**src/design/dbg_consts.svh**
```systemverilog
`ifndef DBG_CONSTS_SVH
`define DBG_CONSTS_SVH

// Word and address widths.
`define DBG_WORD_W        32         // Instruction word.
`define DBG_ADDR_W        8          // Program memory address.
`define DBG_MEM_DEPTH     256        // Words in program memory.

// Serial bit timing, in clocks per bit.
`define DBG_CLKS_PER_BIT  16         // Short for simulation.

// Memory operation kinds, decode to execute.
`define DBG_OP_WRITE      2'd0
`define DBG_OP_READ       2'd1
`define DBG_OP_ERASE      2'd2
`define DBG_OP_BAD        2'd3

// Host command bytes.
`define DBG_CMD_LOAD      8'h01      // Four data bytes follow, MSB first.
`define DBG_CMD_READ      8'h02      // One address byte follows.
`define DBG_CMD_ERASE     8'h03      // Soft reset.

// Response bytes.
`define DBG_RESP_ERASED   8'hA5
`define DBG_RESP_HALT     8'h48
`define DBG_RESP_BAD      8'hEE

`define DBG_HALT_OPCODE   6'd0       // Opcode field of the HALT instruction.

`endif

```
**src/design/dbg_pkg.sv**
```systemverilog
`default_nettype none
`include "dbg_consts.svh"

package dbg_pkg;

    ////////////////////
    // Serial side.
    ////////////////////

    typedef logic [7:0] byte_t;                        // One UART byte.

    ////////////////////
    // Memory side.
    ////////////////////

    typedef logic [`DBG_WORD_W-1:0] word_t;            // Instruction word.
    typedef logic [`DBG_ADDR_W-1:0] addr_t;            // Program memory address.

    // Kind of memory operation, one of the DBG_OP codes.
    typedef logic [1:0] op_t;

    // Bits 31:26 of an instruction.
    typedef logic [5:0] opcode_t;

endpackage

`default_nettype wire

```
**src/design/cmd_decode.sv**
```systemverilog
`timescale 1ns/1ps
`default_nettype none
`include "dbg_consts.svh"

module cmd_decode (
    input  logic           i_clock,
    input  logic           i_arst_n,
    input  logic           i_rx_valid,         // No ready, a UART cannot stall.
    input  dbg_pkg::byte_t i_rx_data,
    output logic           o_op_valid,
    input  logic           i_op_ready,
    output dbg_pkg::op_t   o_op_kind,
    output dbg_pkg::addr_t o_op_addr,          // READ only.
    output dbg_pkg::word_t o_op_data           // WRITE only.
);
    import dbg_pkg::*;

    typedef enum logic [1:0] {DEC_IDLE, DEC_LOAD, DEC_READ, DEC_OP} dec_state_e;

    dec_state_e state_q;
    logic [1:0] byte_cnt_q;                    // LOAD data bytes received.
    op_t        kind_q;
    addr_t      addr_q;
    word_t      data_q;

    ////////////////////
    // Command FSM.
    ////////////////////

    always_ff @(posedge i_clock or negedge i_arst_n) begin
        if (!i_arst_n) begin
            state_q    <= DEC_IDLE;
            byte_cnt_q <= '0;
            kind_q     <= `DBG_OP_BAD;
        end else begin
            case (state_q)
                DEC_IDLE: if (i_rx_valid) begin
                    byte_cnt_q <= '0;
                    case (i_rx_data)
                        `DBG_CMD_LOAD: state_q <= DEC_LOAD;
                        `DBG_CMD_READ: state_q <= DEC_READ;
                        `DBG_CMD_ERASE: begin
                            kind_q  <= `DBG_OP_ERASE;
                            state_q <= DEC_OP;
                        end
                        default: begin
                            kind_q  <= `DBG_OP_BAD;   // Unknown byte, op at once.
                            state_q <= DEC_OP;
                        end
                    endcase
                end
                DEC_LOAD: if (i_rx_valid) begin
                    byte_cnt_q <= byte_cnt_q + 1'b1;
                    if (byte_cnt_q == 2'd3) begin
                        kind_q  <= `DBG_OP_WRITE;
                        state_q <= DEC_OP;
                    end
                end
                DEC_READ: if (i_rx_valid) begin
                    kind_q  <= `DBG_OP_READ;
                    state_q <= DEC_OP;
                end
                DEC_OP: if (i_op_ready) state_q <= DEC_IDLE;   // Bytes here are dropped.
                default: state_q <= DEC_IDLE;
            endcase
        end
    end

    ////////////////////
    // Operand capture.
    ////////////////////

    always_ff @(posedge i_clock) begin
        // Word assembled MSB first.
        if (state_q == DEC_LOAD && i_rx_valid) data_q <= {data_q[`DBG_WORD_W-9:0], i_rx_data};
        if (state_q == DEC_READ && i_rx_valid) addr_q <= addr_t'(i_rx_data);
    end

    assign o_op_valid = (state_q == DEC_OP);
    assign o_op_kind  = kind_q;
    assign o_op_addr  = addr_q;
    assign o_op_data  = data_q;

endmodule

`default_nettype wire

```
**config.mk**
```make
export PLATFORM = sky130hd
export DESIGN_NAME = cmd_decode
export DESIGN_NICKNAME = d
export VERILOG_FILES = /design/src/design/dbg_pkg.sv /design/src/design/cmd_decode.sv
export VERILOG_INCLUDE_DIRS = /design/src /design/src/design
export SDC_FILE = /design/constraint.sdc
export NUM_CORES = 1
export LEC_CHECK = 0
export BUFFER_PORTS_ARGS = -buffer_cell sky130_fd_sc_hd__clkbuf_2
export CORE_MARGIN = 3
export CORE_UTILIZATION = 44
export DETAILED_ROUTE_END_ITERATION = 8
export PLACE_DENSITY = 0.84
export SLEW_MARGIN = 20
export SYNTH_ARGS = -nofsm -noshare
export SYNTH_HDL_FRONTEND = slang
export SYNTH_SLANG_ARGS = --single-unit
export TNS_END_PERCENT = 1
```
**constraint.sdc**
```tcl
create_clock -name i_clock -period 1.73 [get_ports i_clock]
set_input_delay 0.2595 -clock i_clock [delete_from_list [all_inputs] [get_ports i_clock]]
set_output_delay 0.2595 -clock i_clock [all_outputs]
set_load 0.02 [all_outputs]
```
== Word-level counts from Yosys, hierarchy flattened ==
Index checks and enable logic that the tools add are counted.

* Register bits after elaboration: 46
* Bits of input ports: 12
* Output and inout port bits: 43
* Word-level logic and storage cells: 44

* Add/sub/neg operators: 1
* Equality and inequality tests: 13
* Mux-type cells: 16
* Reduce and logical (&&, ||, !) cells: 9

{| class="wikitable"
|+ Operators by type and width
! operator !! number
|-
| $mux W2 || 11
|-
| $eq A8 B2 Y1 const B || 2
|-
| $pmux W2 S2 || 3
|-
| $ne A2 B2 Y1 const B || 5
|-
| $eq A8 B1 Y1 const B || 1
|-
| $pmux W2 S4 || 1
|-
| $eq A2 B2 Y1 const B || 3
|-
| $pmux W2 S3 || 1
|-
| $reduce_and A6 Y1 || 1
|-
| $reduce_and A5 Y1 || 1
|-
| $reduce_and A3 Y1 || 1
|-
| $reduce_bool A3 Y1 || 1
|-
| $add A2 B1 Y2 const B || 1
|-
| $eq A2 B1 Y1 const B || 1
|-
| $logic_and A1 B1 Y1 || 2
|-
| $logic_not A2 Y1 || 1
|-
| $ne A2 B1 Y1 const B || 1
|-
| $reduce_bool A2 Y1 || 1
|-
| $reduce_or A2 Y1 || 1
|}

== Longest topological paths before layout ==
* Word-level depth: 5
* Depth in mapped cells: 6
* Mapped depth without buffers: 6

== Least setup slack after synthesis ==
Ideal clock, no wire load.

* Path kind: reg-to-reg
* Start: register state_q[1]
* End: register data_q[0] (netlist: o_op_data[0]), enable pin
* Library setup time: 0.393 ns
* Arrival time: 1.460 ns
* Data required time: 1.337 ns
* Path slack: -0.124 ns
* Cell stages (with the launch flop): 4
* Path buffers: 0
* Period minus slack after synthesis: 1.854 ns
* Cell sequence: dfrtp_1 inv_1 ha_1 and2_1

* Word-level cells in the longest chain between the ends: 2

{| class="wikitable"
|+ RTL lines
! what !! RTL line !! RTL
|-
| start: declaration || cmd_decode.sv:20 || <nowiki>dec_state_e state_q;</nowiki>
|-
| start signal: assignment || cmd_decode.sv:32 || <nowiki>state_q <= DEC_IDLE;</nowiki>
|-
| start signal: assignment || cmd_decode.sv:40 || <nowiki>`DBG_CMD_LOAD: state_q <= DEC_LOAD;</nowiki>
|-
| start signal: assignment || cmd_decode.sv:41 || <nowiki>`DBG_CMD_READ: state_q <= DEC_READ;</nowiki>
|-
| $eq A2 B1 Y1 || cmd_decode.sv:75 || <nowiki>if (state_q == DEC_LOAD && i_rx_valid) data_q <= {data_q[`DBG_WORD_W-9:0], i_rx_data};</nowiki>
|-
| $logic_and A1 B1 Y1 || cmd_decode.sv:75 ||
|-
| end signal: assignment || cmd_decode.sv:75 ||
|-
| end: declaration || cmd_decode.sv:24 || <nowiki>word_t data_q;</nowiki>
|}

No other way between the ends.
A chain may end at the register's enable or synchronous reset.

== Worst setup path in the final report ==
* Start: register state_q[0]
* End: register kind_q[0] (netlist: o_op_kind[0])

* Word-level cells in the longest chain between the ends: 3
* Elaborated cells between the ends (all ways): 11
* Classes of those cells: eq/ne (7); mux (1); reduce/logical (3)

{| class="wikitable"
|+ RTL lines
! what !! RTL line !! RTL
|-
| $eq A2 B1 Y1 (tied with other cells) || cmd_decode.sv:36 || <nowiki>case (state_q)</nowiki>
|-
| $ne A2 B2 Y1 (no line) or $reduce_bool A3 Y1 (tied branches) || -- ||
|-
| $reduce_and A6 Y1 (no line) || -- ||
|-
| end signal: assignment || cmd_decode.sv:34 || <nowiki>kind_q <= `DBG_OP_BAD;</nowiki>
|-
| end signal: assignment || cmd_decode.sv:43 || <nowiki>kind_q <= `DBG_OP_ERASE;</nowiki>
|-
| end signal: assignment || cmd_decode.sv:47 || <nowiki>kind_q <= `DBG_OP_BAD;</nowiki>
|-
| end: declaration || cmd_decode.sv:22 || <nowiki>op_t kind_q;</nowiki>
|}

Parallel ways exist; a longest one is shown, timed or not.

==> flow_summary.yaml <==
finish:
  n_fill_cell: 270
  layout.nets: 162
  multi_input_area_um2: 259
  area_growth_pct: 28.5
  diodes: 0
  final-seq-area_um2: 1350
  finalNonFillerCells: 192
  drive_above_1_share_pct: 51.4
timing:
  slew_headroom_pct: 75.5
  grt_setup_unrepaired: "false"
  maxSlewViolCount: 0
  clock_skew_ns: 0.00600
  max_freq_ghz: 0.598
  fin_crit_sh_pct: 96.6
  whs_ns: 0.196
  min_period_ns: 1.67
  worstMarginPinSlew_ns: 0.368
  layout_setup_ws_ns: 0.0582
  setup_viol_count_final: 0
  fin_setup_tns_ns: 0
  hold_viol: 0
place:
  pre_cts_slack_ns: -0.0646
  place_inst: 181
  hpwl_um: 2240
  place_congestion: 0.791
  port_buffers: 54
routing:
  ant_nets: 0
  vias: 931
  drt-total-wl_um: 2870
  first_pass_iters: 4
  drt-initial-drc-count: 76
  drc_errors: 0
  vias_per_cell: 4.85
  wl_per_cell_um: 15.0
yosys:
  async_flop_share_pct: 13.0
  synth-edff-count: 40
  ys_ff_latch: 46
  synth_nets: 97
  ys.flop_type: "edfxtp_1"
  synth_commonest_cells: "edfxtp_1, inv_1, ha_1"
  ys.warnings.count: 0
  netlist_instances: 80
  yosysMostFrequentCell: "edfxtp_1"
  yosysSeqAreaShare_pct: 83.1
  synth.top_cell.area_share_pct: 73.7
  synth_cell_types: 20
  post-synth-top-area-cell: "edfxtp_1"
  netlist_area_um2: 1630
  avgSynthCellArea_um2: 20.4
  synth.top_cells.by_area: "edfxtp_1, dfrtp_1, ha_1"
power_and_ir_drop:
  p_per_area_nw_per_um2: 1590
  power.total_mw: 3.34
  power_leakage_nw: 0.883
  irDropWorstVdd_mv: 0.737
global_routing:
  grt_max_degree: 27
  grt_pass1_wl_um: 4470
  gr-total-overflow: 0
  grt_pass1_vias: 957
  antenna_found_initial: 0
  grt_use_total_pct: 14.3
setup_path:
  crit_fanout: 6
  cp-start-kind: "flip-flop"
  worstPathRequired_ns: 1.95
  cp.arrival_ns: 1.89
  end_kind: "flip-flop"
  worstSetupPathType: "reg -> reg"
die:
  coreArea_um2: 3440
  die_width_um: 66.8
  rows: 21
  initial_core_util_pct: 47.3
  dieArea_um2: 4470
  die_height_um: 66.8
  io_pins: 55
clock_tree:
  max-clock-path-buffers: 2
  h-tree-depth: 2
  cts_inserted_buffers: 5
  insertion_delay_ns: 0.28
  cts_tree: "yes"
  root_buffer: "clkbuf_8"
  path_clk_slew_ns: 0.07
  tritoncts_num_sinks: 46
min_path:
  hp-class: "in -> reg"
status:
  outcome: "complete, no violations"
run:
  drv_cap: 0
## cell type report
class	instances	area share, %
clock inverter	2	0.418
multi-input combinational	27	12.4
clock buffer	6	3.47
timing repair buffer	58	15.1
inverter	7	1.26
tap	46	2.75
sequential	46	64.7
## worst paths after layout
path	startpoint	end	slack, ns	cells after the start
setup / recovery	state_q[0]	o_op_kind[0]	0.06	6
hold / removal	i_rx_data[3]	o_op_addr[3]	0.20	1
setup reg to reg	state_q[0]	o_op_kind[0]	0.06	6
hold reg to reg	o_op_data[4]	o_op_data[12]	0.45	0
max in group asynchronous	i_arst_n	o_op_kind[0]	1.17	2
min in group asynchronous	i_arst_n	byte_cnt_q[0]	0.33	2
## power by group
group	leakage, nW	switching [mW]	internal, mW
Clock	0.0426	0.302	0.277
Combinational	0.405	0.672	0.458
Sequential	0.436	0.109	1.52
## metrics by stage
stage	instance area [µm²]	utilization [%]
finish	2090	60.8
CTS	2080	60.4
global route	2090	60.8
detailed placement	1980	57.5
floorplan	1630	-
global placement	1980	57.5
## per-layer routing
metal | vias to the layer above | part of all wire [%] | track usage (%)
met5 | - | 0 | 0
li1 | 432 | - | -
met4 | 0 | 2.0 | 8.38
met1 | 442 | 39 | 14.4
met3 | 7 | 8.6 | 5.06
met2 | 50 | 51 | 25.1
## cells by family after synthesis
family	count (synthesis)	share of synthesized area (%)
muxes	5	3.23
xor gates and xnor gates	1	0.538
AOI/OAI and AO/OA	9	4.53
buffers and inverters	7	1.61
DFF	46	83.1
adders and majority gates	5	3.84
and+or+nand+nor	7	3.15
## layout by cell type (no fill, tap or decap), types with 2 or more instances in the layout
master	Yosys	final
inv_1	7	5
clkbuf_8	0	5
buf_4	0	2
ha_1	5	3
dfrtp_1	4	4
clkbuf_2	0	54
mux2i_1	3	3
inv_2	0	2
a41o_1	2	2
edfxtp_1	40	40
nor2_1	3	3
dfstp_2	2	2
ha_2	0	2
## worst max-delay path, cell delays in order (launching register included)
cell	delay, ns
dfrtp_1	0.40
inv_2	0.07
ha_2	0.22
nor2_1	0.12
o21ai_1	0.09
a311o_2	0.40
mux2_4	0.31
## sequential cells by signal, summed over array words and instances (netlist names)
register,flops
byte_cnt_q,2
o_op_kind,2
state_q,2
o_op_data,32
o_op_addr,8
## what timing repair did
| action | CTS | global route |
|---|---|---|
| gates resized for setup | 1 | 5 |
| setup endpoints to repair | 1 | 1 |
| hold endpoints to repair | 6 | 0 |
| pin swaps | 1 | 1 |
| hold buffers | 1 | 0 |
| setup buffers | 1 | 1 |
No activity file was read; power rests on OpenSTA's default activity.
