<file path="src/design/dbg_consts.svh">
`ifndef DBG_CONSTS_SVH
`define DBG_CONSTS_SVH

// Word and address widths.
`define DBG_WORD_W        32         // Instruction word.
`define DBG_ADDR_W        8          // Program memory address.
`define DBG_MEM_DEPTH     256        // Words in program memory.

// Serial bit timing, in clocks per bit.
`define DBG_CLKS_PER_BIT  16         // Short for simulation.

// Memory operation kinds, decode to execute.
`define DBG_OP_WRITE      2'd0
`define DBG_OP_READ       2'd1
`define DBG_OP_ERASE      2'd2
`define DBG_OP_BAD        2'd3

// Host command bytes.
`define DBG_CMD_LOAD      8'h01      // Four data bytes follow, MSB first.
`define DBG_CMD_READ      8'h02      // One address byte follows.
`define DBG_CMD_ERASE     8'h03      // Soft reset.

// Response bytes.
`define DBG_RESP_ERASED   8'hA5
`define DBG_RESP_HALT     8'h48
`define DBG_RESP_BAD      8'hEE

`define DBG_HALT_OPCODE   6'd0       // Opcode field of the HALT instruction.

`endif

</file>
<file path="src/design/dbg_pkg.sv">
`default_nettype none
`include "dbg_consts.svh"

package dbg_pkg;

    ////////////////////
    // Serial side.
    ////////////////////

    typedef logic [7:0] byte_t;                        // One UART byte.

    ////////////////////
    // Memory side.
    ////////////////////

    typedef logic [`DBG_WORD_W-1:0] word_t;            // Instruction word.
    typedef logic [`DBG_ADDR_W-1:0] addr_t;            // Program memory address.

    // Kind of memory operation, one of the DBG_OP codes.
    typedef logic [1:0] op_t;

    // Bits 31:26 of an instruction.
    typedef logic [5:0] opcode_t;

endpackage

`default_nettype wire

</file>
<file path="src/design/uart_tx.sv">
`timescale 1ns/1ps
`default_nettype none
`include "dbg_consts.svh"

module uart_tx (
    input  logic           i_clock,
    input  logic           i_arst_n,
    input  logic           i_tx_valid,
    output logic           o_tx_ready,         // High while idle.
    input  dbg_pkg::byte_t i_tx_data,
    output logic           o_tx                // Serial line to host.
);
    import dbg_pkg::*;

    localparam int CNT_W = $clog2(`DBG_CLKS_PER_BIT);
    localparam logic [CNT_W-1:0] BIT_LAST = CNT_W'(`DBG_CLKS_PER_BIT - 1);

    typedef enum logic [1:0] {TX_IDLE, TX_START, TX_DATA, TX_STOP} tx_state_e;

    tx_state_e        state_q;
    logic [CNT_W-1:0] cnt_q;
    logic [2:0]       bit_q;
    byte_t            shift_q;                 // Bits still to send, LSB next.
    logic             bit_end;
    logic             load;
    logic             shift;

    assign o_tx_ready = (state_q == TX_IDLE);
    assign load       = i_tx_valid && o_tx_ready;
    assign bit_end    = (cnt_q == BIT_LAST);
    // Next data bit leaves the register at the end of start and of bits 0 to 6.
    assign shift      = bit_end && (state_q == TX_START || (state_q == TX_DATA && bit_q != 3'd7));

    always_ff @(posedge i_clock or negedge i_arst_n) begin
        if (!i_arst_n) begin
            state_q <= TX_IDLE;
            cnt_q   <= '0;
            bit_q   <= '0;
            o_tx    <= 1'b1;
        end else begin
            cnt_q <= bit_end ? '0 : cnt_q + 1'b1;
            if (shift) o_tx <= shift_q[0];
            case (state_q)
                TX_IDLE: begin
                    cnt_q <= '0;
                    if (load) begin
                        state_q <= TX_START;
                        o_tx    <= 1'b0;       // Start bit.
                    end
                end
                TX_START: if (bit_end) state_q <= TX_DATA;
                TX_DATA: if (bit_end) begin
                    bit_q <= bit_q + 1'b1;
                    if (bit_q == 3'd7) begin
                        state_q <= TX_STOP;
                        o_tx    <= 1'b1;       // Stop bit.
                    end
                end
                TX_STOP: if (bit_end) state_q <= TX_IDLE;
                default: state_q <= TX_IDLE;
            endcase
        end
    end

    always_ff @(posedge i_clock) begin
        if (load) shift_q <= i_tx_data;
        else if (shift) shift_q <= {1'b0, shift_q[7:1]};
    end

endmodule

`default_nettype wire

</file>
<file path="config.mk">
export PLATFORM = sky130hd
export DESIGN_NAME = uart_tx
export DESIGN_NICKNAME = d
export VERILOG_FILES = /design/src/design/dbg_pkg.sv /design/src/design/uart_tx.sv
export VERILOG_INCLUDE_DIRS = /design/src /design/src/design
export SDC_FILE = /design/constraint.sdc
export NUM_CORES = 1
export LEC_CHECK = 0
export BUFFER_PORTS_ARGS = -buffer_cell sky130_fd_sc_hd__buf_2
export CAP_MARGIN = 20
export CORE_MARGIN = 10
export CORE_UTILIZATION = 25
export DETAILED_ROUTE_END_ITERATION = 16
export GPL_TIMING_DRIVEN = 1
export SLEW_MARGIN = 20
export SYNTH_ARGS = -nofsm -noshare
export SYNTH_HDL_FRONTEND = slang
export SYNTH_SLANG_ARGS = --single-unit
</file>
<file path="constraint.sdc">
create_clock -name i_clock -period 4.3 [get_ports i_clock]
set_input_delay 0.43 -clock i_clock [delete_from_list [all_inputs] [get_ports i_clock]]
set_output_delay 0.43 -clock i_clock [all_outputs]
set_load 0.02 [all_outputs]
</file>
# After elaboration in Yosys (flattened, before gate mapping)
# Cells that the tools add are included.
dict set report classes {
  n_eq_ne 11
  n_mul 0
  n_reduce_logical 8
  div_mod_pow 0
  n_shift 0
  bitwise_logic 0
  n_mux 15
  add_sub_neg 2
  magnitude_cmp 0
}
# operator n
set op_table {}
lappend op_table {{2-to-1 mux 8 bit} 2}
lappend op_table {{2-to-1 mux 2 bit} 5}
lappend op_table {{2-to-1 mux 4 bit} 2}
lappend op_table {{case mux 2 bit (4 select lines)} 1}
lappend op_table {{inequality test 2 bit, second input constant} 3}
lappend op_table {{AND reduction 5 bit} 1}
lappend op_table {{adder 4 x 1 -> 4 bit, second input constant} 1}
lappend op_table {{== test 2 bit, second input constant} 2}
lappend op_table {{== test 4 bit, second input constant} 1}
lappend op_table {{2-to-1 mux 1 bit} 4}
lappend op_table {{inequality test 2 x 1 -> 1 bit, second input constant} 2}
lappend op_table {{adder 3 x 1 -> 3 bit, second input constant} 1}
lappend op_table {{== test 3 bit, second input constant} 1}
lappend op_table {{logical AND 1 bit} 3}
lappend op_table {{inequality test 3 bit, second input constant} 1}
lappend op_table {{== test 2 x 1 -> 1 bit, second input constant} 1}
lappend op_table {{logical NOT 2 bit} 1}
lappend op_table {{case mux 1 bit (2 select lines)} 1}
lappend op_table {{AND reduction 2 bit} 1}
lappend op_table {{nonzero test 2 bit} 1}
lappend op_table {{logical OR 1 bit} 1}
dict set report word_totals {
  rom_bits 0
  mem_count 0
  mem_bits_rw 0
  latch_bits 0
  reg_bits 18
}

# Depth between registers and ports, before layout
dict set report depth {
  word_depth 8
  depth_mapped 6
}

# Worst setup path after synthesis
# OpenSTA, ideal clock, no wires.
dict set report synth_path {
  path_type {flip-flop to flip-flop}
  startpoint {register state_q[0]}
  endpoint {register shift_q[0] (data pin)}
  setup_ns 0.260
  arrival_time_ns 1.464
  stages_incl_launch_ff 6
  required_ns 4.040
  setup_slack_ns 2.576
  path_cell_list {dfrtp_1 inv_1 ha_1 buf_2 nand2_1 mux2_2}
}
dict set report synth_between {
  elab_chain_len 3
}
# item line_no
set synth_rtl {}
lappend synth_rtl {{start: declaration} uart_tx.sv:20} ;# tx_state_e state_q;
lappend synth_rtl {{start signal: assignment} uart_tx.sv:36} ;# state_q <= TX_IDLE;
lappend synth_rtl {{start signal: assignment} uart_tx.sv:47} ;# state_q <= TX_START;
lappend synth_rtl {{start signal: assignment} uart_tx.sv:51} ;# TX_START: if (bit_end) state_q <= TX_DATA;
lappend synth_rtl {{logical NOT 2 bit} uart_tx.sv:28} ;# assign o_tx_ready = (state_q == TX_IDLE);
lappend synth_rtl {{via o_tx_ready} uart_tx.sv:9} ;# output logic o_tx_ready,
lappend synth_rtl {{logical AND 1 bit} uart_tx.sv:29} ;# assign load = i_tx_valid && o_tx_ready;
lappend synth_rtl {{2-to-1 mux 8 bit} uart_tx.sv:66} ;# if (load) shift_q <= i_tx_data;
lappend synth_rtl {{end signal: assignment} uart_tx.sv:66}
lappend synth_rtl {{end signal: assignment} uart_tx.sv:67} ;# else if (shift) shift_q <= {1'b0, shift_q[7:1]};
lappend synth_rtl {{end: declaration} uart_tx.sv:23} ;# byte_t shift_q;
# The timed path passes the listed nets, and every way through them passes these cells.
# A chain may end at the register's enable or synchronous reset.

# Final worst setup path
dict set report layout_path {
  startpoint {register state_q[1]}
  endpoint {register shift_q[3], enable pin}
}
dict set report layout_between {
  elab_chain_len 5
}
# item line_no
set layout_rtl {}
lappend layout_rtl {{== test 2 bit} uart_tx.sv:32} ;# assign shift = bit_end && (state_q == TX_START || (state_q == TX_DATA && bit_q != 3'd7));
lappend layout_rtl {{logical AND 1 bit} uart_tx.sv:32}
lappend layout_rtl {{logical OR 1 bit} uart_tx.sv:32}
lappend layout_rtl {{logical AND 1 bit} uart_tx.sv:32}
lappend layout_rtl {{nonzero test 2 bit (no line) (*)} n/a}
# Every way passes the cells marked *; elsewhere a longest branch is shown, timed or not.

==> results.json <==
{
  "fin_crit_sh_pct": 42.8,
  "crit_path_end_kind": "register",
  "wl_per_cell_um": 12.7,
  "stdcell_count": 126,
  "synthTopCellsByArea": "edfxtp_1, dfrtp_1, mux2_2",
  "start_util_pct": 26.0,
  "dr.pass1.iters": 2,
  "drive_above_1_share_pct": 36.3,
  "dieArea_mm2": 0.00623,
  "synth_cells": 64,
  "synthFlopType": "dfrtp_1",
  "globalplace.congestion": 0.718,
  "cpLargestDelayFamily": "simple AND/OR/NAND/NOR gates",
  "status": "finished, final reports clean",
  "path_clk_slew_ns": 0.10,
  "cp_max_fo": 9,
  "synthTopCellsByCount": "dfrtp_1, mux2_2, edfxtp_1",
  "ioPinCount": 13,
  "setup_tns_ns": 0,
  "crit_chain": "inv_1 > ha_1 > nand2_1 > nand2_1",
  "finalSetupViolations": 0,
  "cts_made_buffers": 3,
  "grt_first_pass_wirelength_um": 2720,
  "vias": 543,
  "cp.required_ns": 4.27,
  "power_frac_comb_pct": 38.4,
  "p_leak_nw": 0.460,
  "final.min_clock_period_ns": 1.84,
  "synthArstFlopShare_pct": 55.6,
  "p_clk_share_pct": 14.6,
  "path_class": "reg2reg",
  "design_area_mm2": 0.00102,
  "final-max-slew-violation-count": 0,
  "track_usage_pct": 5.53,
  "drcViolationCount": 0,
  "area_growth_pct": 17.1,
  "grt_pass1_vias": 584,
  "finalHoldViolations": 0,
  "core-area_mm2": 0.00334,
  "cts_tree": "yes",
  "powerDensity_mw_per_mm2": 579,
  "hold_path.class": "in2reg",
  "yosysSeqAreaShare_pct": 56.6,
  "synth_top_area_share_pct": 27.7,
  "drt_iter0_markers": 58,
  "cts_root_buf": "clkbuf_4",
  "grt_start_max_net_pins": 11,
  "synth_edf_count": 8,
  "antennaDiodeCount": 0,
  "syn_area_um2": 868,
  "critPathBufInv": 1,
  "dp_hpwl_um": 1220,
  "clock_sinks": 18,
  "critPathMostFrequentCell": "nand2_1",
  "post-route-util_pct": 30.5,
  "syn-num-nets": 82,
  "seq_power_share_pct": 47.0,
  "synth.avg_cell_area_um2": 13.6,
  "ir_drop_mv": 0.143,
  "cp-start-kind": "register",
  "cp_slowest_cell": "dfrtp_1",
  "netSwitchingPower_uw": 198,
  "rows": 21,
  "slew_headroom_pct": 77.2,
  "wl_um": 1600,
  "maxCapViolations": 0,
  "arrival_ns": 1.82,
  "insertion_delay_ns": 0.29,
  "clock_skew_ns": 0.00715,
  "max_freq_mhz": 543,
  "ys_types": 25,
  "vias_per_cell": 4.31,
  "grt_overflow_total": 0,
  "synth.ff_latch_count": 18,
  "worstMarginPinSlew_ns": 0.341,
  "cts_buffer_depth": 2,
  "die_h_um": 78.9,
  "htree_levels": 1,
  "synth.yosys.warnings": 0,
  "nNetsFinal": 99,
  "antenna_found_initial": 0,
  "portBuffers": 12,
  "antenna_left": 0,
  "synth.largest_area_cell": "edfxtp_1",
  "die_w_um": 78.9,
  "placed_cells": 121,
  "rsz0062_at_grt": "false",
  "intPower_uw": 391,
  "cp_slowest_stage_delay_ns": 0.42,
  "p_sw_share_pct": 33.7,
  "place_area_um2": 981
}
## sequential cells by signal, indices dropped and copies added, names as in the netlist
| name | count |
|---|---|
| bit_q | 3 |
| cnt_q | 4 |
| o_tx | 1 |
| state_q | 2 |
| shift_q | 8 |
## path summary, 6_finish.rpt
| path | start | to | slack, ns | depth (start not counted) |
|---|---|---|---|---|
| setup / recovery | state_q[1] | shift_q[3] | 2.46 | 4 |
| hold / removal | i_tx_data[6] | shift_q[6] | 0.44 | 2 |
| setup reg to reg | state_q[1] | shift_q[3] | 2.46 | 4 |
| hold reg to reg | bit_q[0] | bit_q[0] | 0.48 | 1 |
| max in group asynchronous | i_arst_n | o_tx | 3.52 | 2 |
| min in group asynchronous | i_arst_n | state_q[0] | 0.52 | 2 |
## layout by cell type, fill, tap and decap left out
cell type	instances
a21oi_1	3
a21oi_2	1
and2b_1	1
and3_1	1
and3_2	1
buf_2	12
clkbuf_1	1
clkbuf_4	3
dfrtp_1	9
dfstp_2	1
dlygate4sd3_1	1
edfxtp_1	8
ha_1	7
inv_1	4
mux2_2	9
mux2_4	1
mux2i_1	1
nand2_1	3
nand3_1	2
nand4b_1	1
nor2_1	2
nor2b_1	1
nor3_1	1
o21ai_0	1
o21ai_1	1
o32a_1	1
o32a_2	1
xnor2_1	2
## what timing repair did
| item | in CTS | in global routing |
|---|---|---|
| endpoints found under the hold margin | 9 | 0 |
| gates resized for setup | 0 | 0 |
| setup endpoints to repair | 0 | 0 |
| hold buffers | 1 | 0 |
| buffers inserted | 0 | 0 |
## metal layers
metal | GRT usage (%) | wire length, um | up-vias
met5 | 0 | 0 | -
met2 | 7.32 | 628 | 12
li1 | - | - | 266
met3 | 2.36 | 140 | 2
met4 | 3.23 | 27 | 0
met1 | 7.24 | 800 | 263
## logic make-up (layout without fill, tap and decap cells)
kind of cell	Yosys count	after routing	synth area share, %
AOI/OAI and AO/OA	8	8	6.34
xor gates and xnor gates	2	2	2.02
adders and majority gates	7	7	10.1
buffers and inverters	5	21	2.30
DFF	18	18	56.6
muxes	11	11	14.6
and+or+nand+nor	13	13	8.07
## stage by stage
stage	total power, mW	setup WS (ns)	hold WS [ns]
floorplan	0.454	2.58	0.134
global placement	0.493	2.54	0.296
detailed placement	0.509	2.44	0.302
CTS	0.599	2.42	0.434
global route	0.642	2.26	0.435
finish	0.589	2.46	0.440
## power by group through the flow
stage / logic (mW) / clock network, mW / registers (mW)
after detailed placement: 0.230 / 0 / 0.279
after CTS: 0.232 / 0.0901 / 0.277
final: 0.226 / 0.0862 / 0.277
after global routing: 0.261 / 0.0976 / 0.284
after floorplan: 0.177 / 0 / 0.276
after global placement: 0.218 / 0 / 0.276
## worst register-to-register path, cell delays in order (launching register included)
cell	delay, ns
dfrtp_1	0.42
inv_1	0.10
ha_1	0.35
nand2_1	0.31
nand2_1	0.35
## area by class of cell
cell class                      instances  area, um2
Clock buffer                            4       26.3
Fill cell                             346       2320
Inverter                                4       15.0
Multi-Input combinational cell         41        357
Sequential cell                        18        492
Tap cell                               46       57.6
Timing Repair Buffer                   13       70.1
No activity file was read; power rests on OpenSTA's default activity.
