File: config.mk
export PLATFORM = sky130hd
export DESIGN_NAME = resp_serializer
export DESIGN_NICKNAME = d
export VERILOG_FILES = /design/src/design/dbg_pkg.sv /design/src/design/resp_serializer.sv
export VERILOG_INCLUDE_DIRS = /design/src /design/src/design
export SDC_FILE = /design/constraint.sdc
export NUM_CORES = 1
export LEC_CHECK = 0
export ABC_AREA = 1
export ABC_CLOCK_PERIOD_IN_PS = 1900
export BUFFER_PORTS_ARGS = -buffer_cell sky130_fd_sc_hd__buf_2
export CAP_MARGIN = 20
export CORE_MARGIN = 2
export CORE_UTILIZATION = 45
export CTS_CLUSTER_SIZE = 28
export DETAILED_ROUTE_END_ITERATION = 8
export PLACE_DENSITY = 0.73
export SLEW_MARGIN = 20
export SYNTH_ARGS = -nofsm -noshare
export SYNTH_HDL_FRONTEND = slang
export SYNTH_SLANG_ARGS = --single-unit
File: constraint.sdc
create_clock -name i_clock -period 1.9 [get_ports i_clock]
set_clock_uncertainty 0.1 [all_clocks]
set_input_delay 0.19 -clock i_clock [delete_from_list [all_inputs] [get_ports i_clock]]
set_output_delay 0.19 -clock i_clock [all_outputs]
set_load 0.005 [all_outputs]
File: src/design/dbg_consts.svh
`ifndef DBG_CONSTS_SVH
`define DBG_CONSTS_SVH

// Word and address widths.
`define DBG_WORD_W        32         // Instruction word.
`define DBG_ADDR_W        8          // Program memory address.
`define DBG_MEM_DEPTH     256        // Words in program memory.

// Serial bit timing, in clocks per bit.
`define DBG_CLKS_PER_BIT  16         // Short for simulation.

// Memory operation kinds, decode to execute.
`define DBG_OP_WRITE      2'd0
`define DBG_OP_READ       2'd1
`define DBG_OP_ERASE      2'd2
`define DBG_OP_BAD        2'd3

// Host command bytes.
`define DBG_CMD_LOAD      8'h01      // Four data bytes follow, MSB first.
`define DBG_CMD_READ      8'h02      // One address byte follows.
`define DBG_CMD_ERASE     8'h03      // Soft reset.

// Response bytes.
`define DBG_RESP_ERASED   8'hA5
`define DBG_RESP_HALT     8'h48
`define DBG_RESP_BAD      8'hEE

`define DBG_HALT_OPCODE   6'd0       // Opcode field of the HALT instruction.

`endif

File: src/design/dbg_pkg.sv
`default_nettype none
`include "dbg_consts.svh"

package dbg_pkg;

    ////////////////////
    // Serial side.
    ////////////////////

    typedef logic [7:0] byte_t;                        // One UART byte.

    ////////////////////
    // Memory side.
    ////////////////////

    typedef logic [`DBG_WORD_W-1:0] word_t;            // Instruction word.
    typedef logic [`DBG_ADDR_W-1:0] addr_t;            // Program memory address.

    // Kind of memory operation, one of the DBG_OP codes.
    typedef logic [1:0] op_t;

    // Bits 31:26 of an instruction.
    typedef logic [5:0] opcode_t;

endpackage

`default_nettype wire

File: src/design/resp_serializer.sv
`timescale 1ns/1ps
`default_nettype none
`include "dbg_consts.svh"

module resp_serializer (
    input  logic           i_clock,
    input  logic           i_arst_n,
    input  logic           i_rsp_valid,
    output logic           o_rsp_ready,        // Idle only.
    input  dbg_pkg::word_t i_rsp_word,
    input  logic           i_rsp_four,
    output logic           o_tx_valid,
    input  logic           i_tx_ready,
    output dbg_pkg::byte_t o_tx_data
);
    import dbg_pkg::*;

    typedef enum logic {SER_IDLE, SER_SEND} ser_state_e;

    ser_state_e state_q;
    logic [1:0] left_q;                        // Bytes after the current one.
    word_t      word_q;                        // Current byte in the top bits.
    logic       capture;
    logic       sent;

    assign o_rsp_ready = (state_q == SER_IDLE);
    assign o_tx_valid  = (state_q == SER_SEND);
    assign capture     = i_rsp_valid && o_rsp_ready;
    assign sent        = o_tx_valid && i_tx_ready;

    always_ff @(posedge i_clock or negedge i_arst_n) begin
        if (!i_arst_n) begin
            state_q <= SER_IDLE;
            left_q  <= '0;
        end else if (capture) begin
            state_q <= SER_SEND;
            left_q  <= i_rsp_four ? 2'd3 : 2'd0;
        end else if (sent) begin
            if (left_q == 2'd0) state_q <= SER_IDLE;   // Last byte gone.
            left_q <= left_q - 1'b1;
        end
    end

    always_ff @(posedge i_clock) begin
        // One-byte response moved up so the top byte always leaves next.
        if (capture) word_q <= i_rsp_four ? i_rsp_word : {i_rsp_word[7:0], 24'b0};
        else if (sent) word_q <= {word_q[`DBG_WORD_W-9:0], 8'b0};
    end

    assign o_tx_data = word_q[`DBG_WORD_W-1 -: 8];   // MSB first.

endmodule

`default_nettype wire

# [After elaboration in Yosys (flattened, before gate mapping)]
# Cells that the tools add are included.
[totals] n_memories=0 rom_bits=0 ramBits=0 wordCells=20 out_inout_bits=10 latch_bits=0 in_bits=37 reg_bits=35
[op_classes] n_bitwise=1 order_cmp=0 shifts=0 mul=0 n_mux=9 eq_ne=0 n_addsub=1 reduce_logical=6 div=0
[op_table] cell="two-way mux 32 bit" count=3
[op_table] cell="two-way mux 2 bit" count=3
[op_table] cell="nonzero test 2 bit" count=2
[op_table] cell="two-way mux 1 bit" count=3
[op_table] cell="logical AND 1 bit" count=2
[op_table] cell="logical NOT 2 bit" count=1
[op_table] cell="AND reduction 2 bit" count=1
[op_table] cell="subtractor 2 x 1 -> 2 bit, second input constant" count=1
[op_table] cell="NOT 1 bit" count=1

# [Longest topological paths before layout]
# Gate-level depths: netlist of run 1.
[depth] ltp_word=4 ltp_mapped=7 ltp_nobuf=7

# [Worst setup path before layout of run 1]
# OpenSTA, ideal clock, no wires.
[synth_path] path_type="reg-to-reg" startpoint="reg state_q, in the netlist o_tx_valid" endpoint="reg word_q[0], enable pin" period_less_slack_ns=1.978 stages_incl_launch_ff=5 path_slack_ns=-0.078 setup_time_ns=0.389 arrival_time_ns=1.489 required_time_ns=1.411 n_path_buf=1 path_cell_list="dfrtp_1 -> inv_2 -> nand2_4 -> buf_6 -> nand2_1"
[synth_via] elab_chain_cells=3 elab_cells_between_ends=4 cone_classes="bitwise (1); reduce/logical (3)"
[synth_rtl] element="start, declared" line="resp_serializer.sv:20" text="ser_state_e state_q;"
[synth_rtl] element="start signal, assigned" line="resp_serializer.sv:33" text="state_q <= SER_IDLE;"
[synth_rtl] element="start signal, assigned" line="resp_serializer.sv:36" text="state_q <= SER_SEND;"
[synth_rtl] element="start signal, assigned" line="resp_serializer.sv:39" text="if (left_q == 2'd0) state_q <= SER_IDLE;"
[synth_rtl] element="NOT 1 bit" line="resp_serializer.sv:26" text="assign o_rsp_ready = (state_q == SER_IDLE);"
[synth_rtl] element="via o_rsp_ready" line="resp_serializer.sv:9" text="output logic o_rsp_ready,"
[synth_rtl] element="logical AND 1 bit" line="resp_serializer.sv:28" text="assign capture = i_rsp_valid && o_rsp_ready;"
[synth_rtl] element="nonzero test 2 bit (no line)"
[synth_rtl] element="end signal, assigned" line="resp_serializer.sv:46" text="if (capture) word_q <= i_rsp_four ? i_rsp_word : {i_rsp_word[7:0], 24'b0};"
[synth_rtl] element="end signal, assigned" line="resp_serializer.sv:47" text="else if (sent) word_q <= {word_q[`DBG_WORD_W-9:0], 8'b0};"
[synth_rtl] element="end, declared" line="resp_serializer.sv:22" text="word_t word_q;"
# The timed path passes the listed nets, and every way through them passes these cells.
# A chain may end at the register's enable or synchronous reset.

# [Worst setup path after layout of run 1]
[layout_path] startpoint="reg state_q, in the netlist o_tx_valid" endpoint="reg word_q[22], enable pin"
[layout_via] elab_chain_cells=3 elab_cells_between_ends=4 cone_classes="bitwise (1); reduce/logical (3)"
[layout_rtl] element="NOT 1 bit" line="resp_serializer.sv:26"
[layout_rtl] element="logical AND 1 bit" line="resp_serializer.sv:28"
[layout_rtl] element="nonzero test 2 bit (no line) *"
# Every way passes the cells marked *; elsewhere a longest branch is shown, timed or not.

==> results of run 1 <==
-- flip-flops by register name, summed over array words and instances (netlist names) --
register,flops
o_tx_valid,1
left_q,2
word_q,32
-- report_power, final --
group          switching (W)  total (W)  internal (W)  leakage (nW)
clock network       0.000264   0.000656      0.000392        0.0524
registers          0.0000939    0.00138       0.00128         0.353
logic               0.000494   0.000817      0.000323         0.565
total               0.000852    0.00285       0.00200         0.970
-- logic make-up (layout without fill, tap and decap cells) --
kind of cell,count (synthesis),after routing,share of synthesized area
flip-flops,35,35,0.591
AND/OR/NAND/NOR,85,85,0.197
adder cells (fa/ha/maj),1,1,0.00714
AO/OA/AOI/OAI,25,25,0.101
buffers and inverters,30,73,0.103
-- worst min-delay path by stage --
stage               slack [ps]  cells past startpoint         end
global placement          -110                      1  o_tx_valid
finish                     100                      3   left_q[0]
global route               110                      3   word_q[5]
detailed placement        -110                      1   left_q[1]
floorplan                 -210                      0   left_q[0]
CTS                        100                      3   left_q[0]
-- cells in the final DEF, fill, tap and decap left out, drive strengths merged --
master	n
nor2	8
ha	1
dlygate4sd3	1
nand3	7
buf	50
inv	14
dfrtp	3
o21ai	25
edfxtp	32
bufinv	1
clkbuf	7
nand2	70
-- per-stage QoR --
step                      std cells  setup slack [ps]  hold WS [ps]
after floorplan                 176               229          -206
after global placement          258               442          -112
after detailed placement        258               371          -111
after CTS                       267               357          99.0
after global routing            267               300           112
final                           267               355           102
-- synthesized netlist by cell type --
master,number,share of area
nand2_1,69,0.15
edfxtp_1,32,0.55
o21ai_2,14,0.070
inv_1,12,0.026
o21ai_0,9,0.026
buf_4,8,0.034
nor2_1,8,0.017
nand3_1,5,0.014
buf_2,4,0.011
buf_6,3,0.019
dfrtp_1,3,0.043
inv_2,2,0.0043
nand3_2,2,0.011
o21ai_1,2,0.0057
buf_8,1,0.0086
ha_1,1,0.0071
nand2_4,1,0.0064
-- layout make-up --
cell class	instances	area [sq um]	share of cell area
multi-input combinational	111	538	0.261
clock buffer	7	76.3	0.0370
tap	48	60.1	0.0291
clock inverter	1	30.0	0.0146
inverter	14	52.6	0.0255
timing repair buffer	51	270	0.131
sequential	35	1040	0.502
-- per-layer routing --
metal	routed length [um]	share of wire	vias to the layer above
met5	0	0	-
met4	68	0.022	0
met3	167	0.055	8
met2	1480	0.49	35
met1	1320	0.43	569
li1	-	-	647
-- critical path: cells and delay by family (launching register included) --
| family | cells | cell delay (ps) |
|---|---|---|
| flops | 1 | 450 |
| buf+inv | 2 | 390 |
| simple gates | 2 | 270 |
==> results.toml, run 1 <==
[global_routing]
met1_usage = 0.193
grt_use_met3 = 0.0443
grt_busiest_layer = "met2"
grtUsageTotal = 0.157
grt_first_pass_wirelength_um = 4860
use_met2 = 0.251
grt.overflow.total = 0
antenna_found_initial = 0
first_global_vias = 1106
grt_max_degree = 34

[cells_and_area]
n_antenna_cell = 0
design_area_sq_um = 2060
drive_above_1_share = 0.347
filler_cell_count = 352
nets = 256
fin_util = 0.555
area_growth_pct = 17.7

[cts]
numCtsBuffers = 5
cts-resized-gates = 0
clkSinkCount = 35
cts_hold_buffers = 1
h-tree-depth = 2
path_clk_slew_ps = 70
cts.path.max_buffers = 2
cts_tree = "yes"
cts_setup_buffers = 0
clk_latency_ps = 290
cts_root_buffer = "clkbuf_8"

[floorplan]
fp-row-count = 22
dieArea_sq_um = 4410
io_pins = 47
initial_core_util = 0.472
die_w_um = 66.4
die_h_um = 66.4
core_sq_um = 3720

[worst_hold_path]
hold_class = "primary input to flip-flop"
hp-start = "i_tx_ready"

[routing]
drc = 0
post_drt_wl_per_cell_um = 11.4
drt-total-wl_um = 3040
first_pass_iters = 4
drt_iter0_drc = 92
via_count = 1259
ant_nets = 0
drt-vias-per-instance = 4.72

[timing]
setup_tns_ps = 0
rsz0062_at_grt = "false"
finalMaxSlewViolations = 0
worst_slew_pin_slew_ps = 489
fin_crit_ps = 1550
finalCritPeriodShare = 0.813
maxSlewHeadroom = 0.674
setup_viol = 0
hold_viol = 0
max_freq_ghz = 0.647

[critical_path]
worst_ep_required_time_ps = 1770
crit_fanout = 20
worstRegToRegCells = 4
worstSetupStartpoint = "o_tx_valid"
cp-endpoint = "word_q[22]"
worstReg2RegStart = "o_tx_valid"
critical_path_class = "flip-flop to flip-flop"
path_cells = "inv_2 -> nand2_4 -> nand2_2 -> buf_4"
rr_endpoint = "word_q[22]"
worst-r2r-setup-slack_ps = 350
cpMaxStageDelayCell = "dfrtp_1"
cp-start-kind = "flip-flop"
cp_data_arrival_time_ps = 1420
cp-end-kind = "flip-flop"
worst_path_largest_cell_delay_ps = 450

[synth]
syn_nets = 214
yosysSeqAreaShare = 0.591
ys_types = 17
syn-mean-instance-area_sq_um = 9.96
yosys_warnings = 0
netlist_instances = 176
synth_area_sq_um = 1750
ys_ff_latch = 35

[pwr]
power.density_nw_per_um2 = 1380
leakage_nw = 0.970
peakVddDrop_mv = 0.741
p_total_w = 0.00285

[placed_design]
port_buffers = 46
placed_cell_area_sq_um = 1950
place_congestion = 0.712
dp_hpwl_um = 2260

[outcome]
status = "complete, no violations"

[job]
maxCapViolations = 0
(Power assumes the default switching activity.)
==> run 2: changes to the inputs <==
- ABC_CLOCK_PERIOD_IN_PS: 1900 -> 1350
- clock period: 1.9 -> 1.35 ns (I/O delays scaled with it)
==> run 2 against run 1 <==
Fmax is 23% higher. Setup slack worse by 260 ps. Hold slack worse by 49 ps. Clock power is 5.3% higher. Clock-buffer cell count is 2 lower. Flip-flop and latch count stayed put. Largest cell class unchanged. Power is 34% higher. Highest routed layer unchanged. Die area stayed put.
==> results.toml, run 2 (same netlist as run 1, synthesis figures left out) <==
[cells_and_area]
top_register = "word_q"
design_area_sq_um = 2070
drive_above_1_share = 0.349
largest_register_ffs = 32
final_cell_mix = "nand2_1, buf_2, edfxtp_1"
layout_commonest_cell = "nand2_1"
nets = 256
final_cells = 266
n_antenna_cell = 0
area_growth_pct = 18.3

[timing]
hold_viol = 0
rsz0062_at_grt = "false"
maxSlewHeadroom = 0.722
setup_tns_ps = 0
hold_ws_ps = 52.7
finalCritPeriodShare = 0.928
worst_slew_pin_slew_ps = 418
finalMaxSlewViolations = 0
max_freq_ghz = 0.798
setup_viol = 0
fin_crit_ps = 1250

[critical_path]
path_cells = "inv_2 -> nand2_4 -> buf_12 -> nand2_1 -> o21ai_2"
worst_path_largest_cell_delay_ps = 400
cp-end-kind = "flip-flop"
critical_path_class = "flip-flop to flip-flop"
cp-start-kind = "flip-flop"
crit_fanout = 27
worst_ep_required_time_ps = 1290
cp_data_arrival_time_ps = 1190
cpMaxStageDelayCell = "dfrtp_1"

[routing]
ant_nets = 0
drt_iter0_drc = 112
drt-total-wl_um = 2900
drt-vias-per-instance = 4.58
first_pass_iters = 4
via_count = 1219
post_drt_wl_per_cell_um = 10.9
drc = 0

[global_routing]
grt_max_degree = 33
grtUsageTotal = 0.152
first_global_vias = 1100
antenna_found_initial = 0
grt_first_pass_wirelength_um = 4860
grt.overflow.total = 0

[cts]
cts_root_buffer = "clkbuf_8"
cts-resized-gates = 0
h-tree-depth = 2
clk_latency_ps = 280
path_clk_slew_ps = 70
clkSinkCount = 35
cts_tree = "yes"
numCtsBuffers = 5
cts.path.max_buffers = 2

[floorplan]
die_w_um = 66.4
fp-row-count = 22
initial_core_util = 0.472
core_sq_um = 3720
die_h_um = 66.4
io_pins = 47
dieArea_sq_um = 4410

[placed_design]
place_inst = 258
placed_cell_area_sq_um = 1990
place_congestion = 0.746
dp_hpwl_um = 2100
port_buffers = 46

[worst_hold_path]
hold_class = "primary input to flip-flop"

[pwr]
power.density_nw_per_um2 = 1840
peakVddDrop_mv = 1.17
leakage_nw = 0.973

[outcome]
status = "complete, no violations"

[job]
maxCapViolations = 0
==> run 2: cell types whose count changed in the layout (fill, tap and decap cells not counted) <==
cell       before  now
buf_12          0    2
nand2_2         1    0
clkinv_2        0    1
buf_4           4    2
clkinv_1        0    1
clkbuf_1        2    0
bufinv_16       1    0
nand2_8         0    1
==> run 2: stage by stage <==
step	utilization	setup WS (ps)	power, W
floorplan	-	-24.5	0.00294
global placement	0.534	119	0.00312
detailed placement	0.534	111	0.00317
CTS	0.558	96.7	0.00386
global route	0.558	33.6	0.00411
finish	0.558	96.6	0.00382
==> run 2: critical path, delay by kind of cell, from the launching register on <==
family | cells | cell delay (ps)
AOI/OAI and AO/OA | 1 | 50
buffers and inverters | 2 | 280
and+or+nand+nor | 2 | 180
DFF | 1 | 400
==> run 2: timing repair <==
item	in CTS	in global routing
hold buffers	1	0
setup buffers	0	0
hold endpoints to repair	3	0
==> run 2: where the power goes <==
| group | switching [W] | internal (W) |
|---|---|---|
| logic | 0.000714 | 0.000499 |
| clock network | 0.000348 | 0.000343 |
| registers | 0.000111 | 0.00181 |
| total | 0.00117 | 0.00265 |
==> run 2: final timing paths <==
| check | start | endpoint | slack [ps] | cells past startpoint |
|---|---|---|---|---|
| min in group asynchronous | i_arst_n | left_q[0] | 70 | 2 |
| setup / recovery | o_tx_valid | word_q[10] | 100 | 5 |
| setup reg to reg | o_tx_valid | word_q[10] | 100 | 5 |
| hold / removal | i_rsp_valid | o_tx_valid | 50 | 3 |
| hold reg to reg | word_q[13] | word_q[21] | 420 | 2 |
| max in group asynchronous | i_arst_n | o_tx_valid | 970 | 2 |
==> run 2: per-layer routing <==
metal,vias to the layer above,track usage,wire length (um)
li1,649,-,-
met1,536,0.195,1340
met2,30,0.238,1370
met3,4,0.0596,170
met4,0,0.0459,30
met5,-,0,0
==> run 2: cell type report <==
type	instances	area, sq um
multi-input combinational	111	552
tap	48	60.1
clock inverter	2	8.76
sequential	35	1040
fill	337	1640
inverter	14	52.6
timing repair buffer	51	295
clock buffer	5	68.8
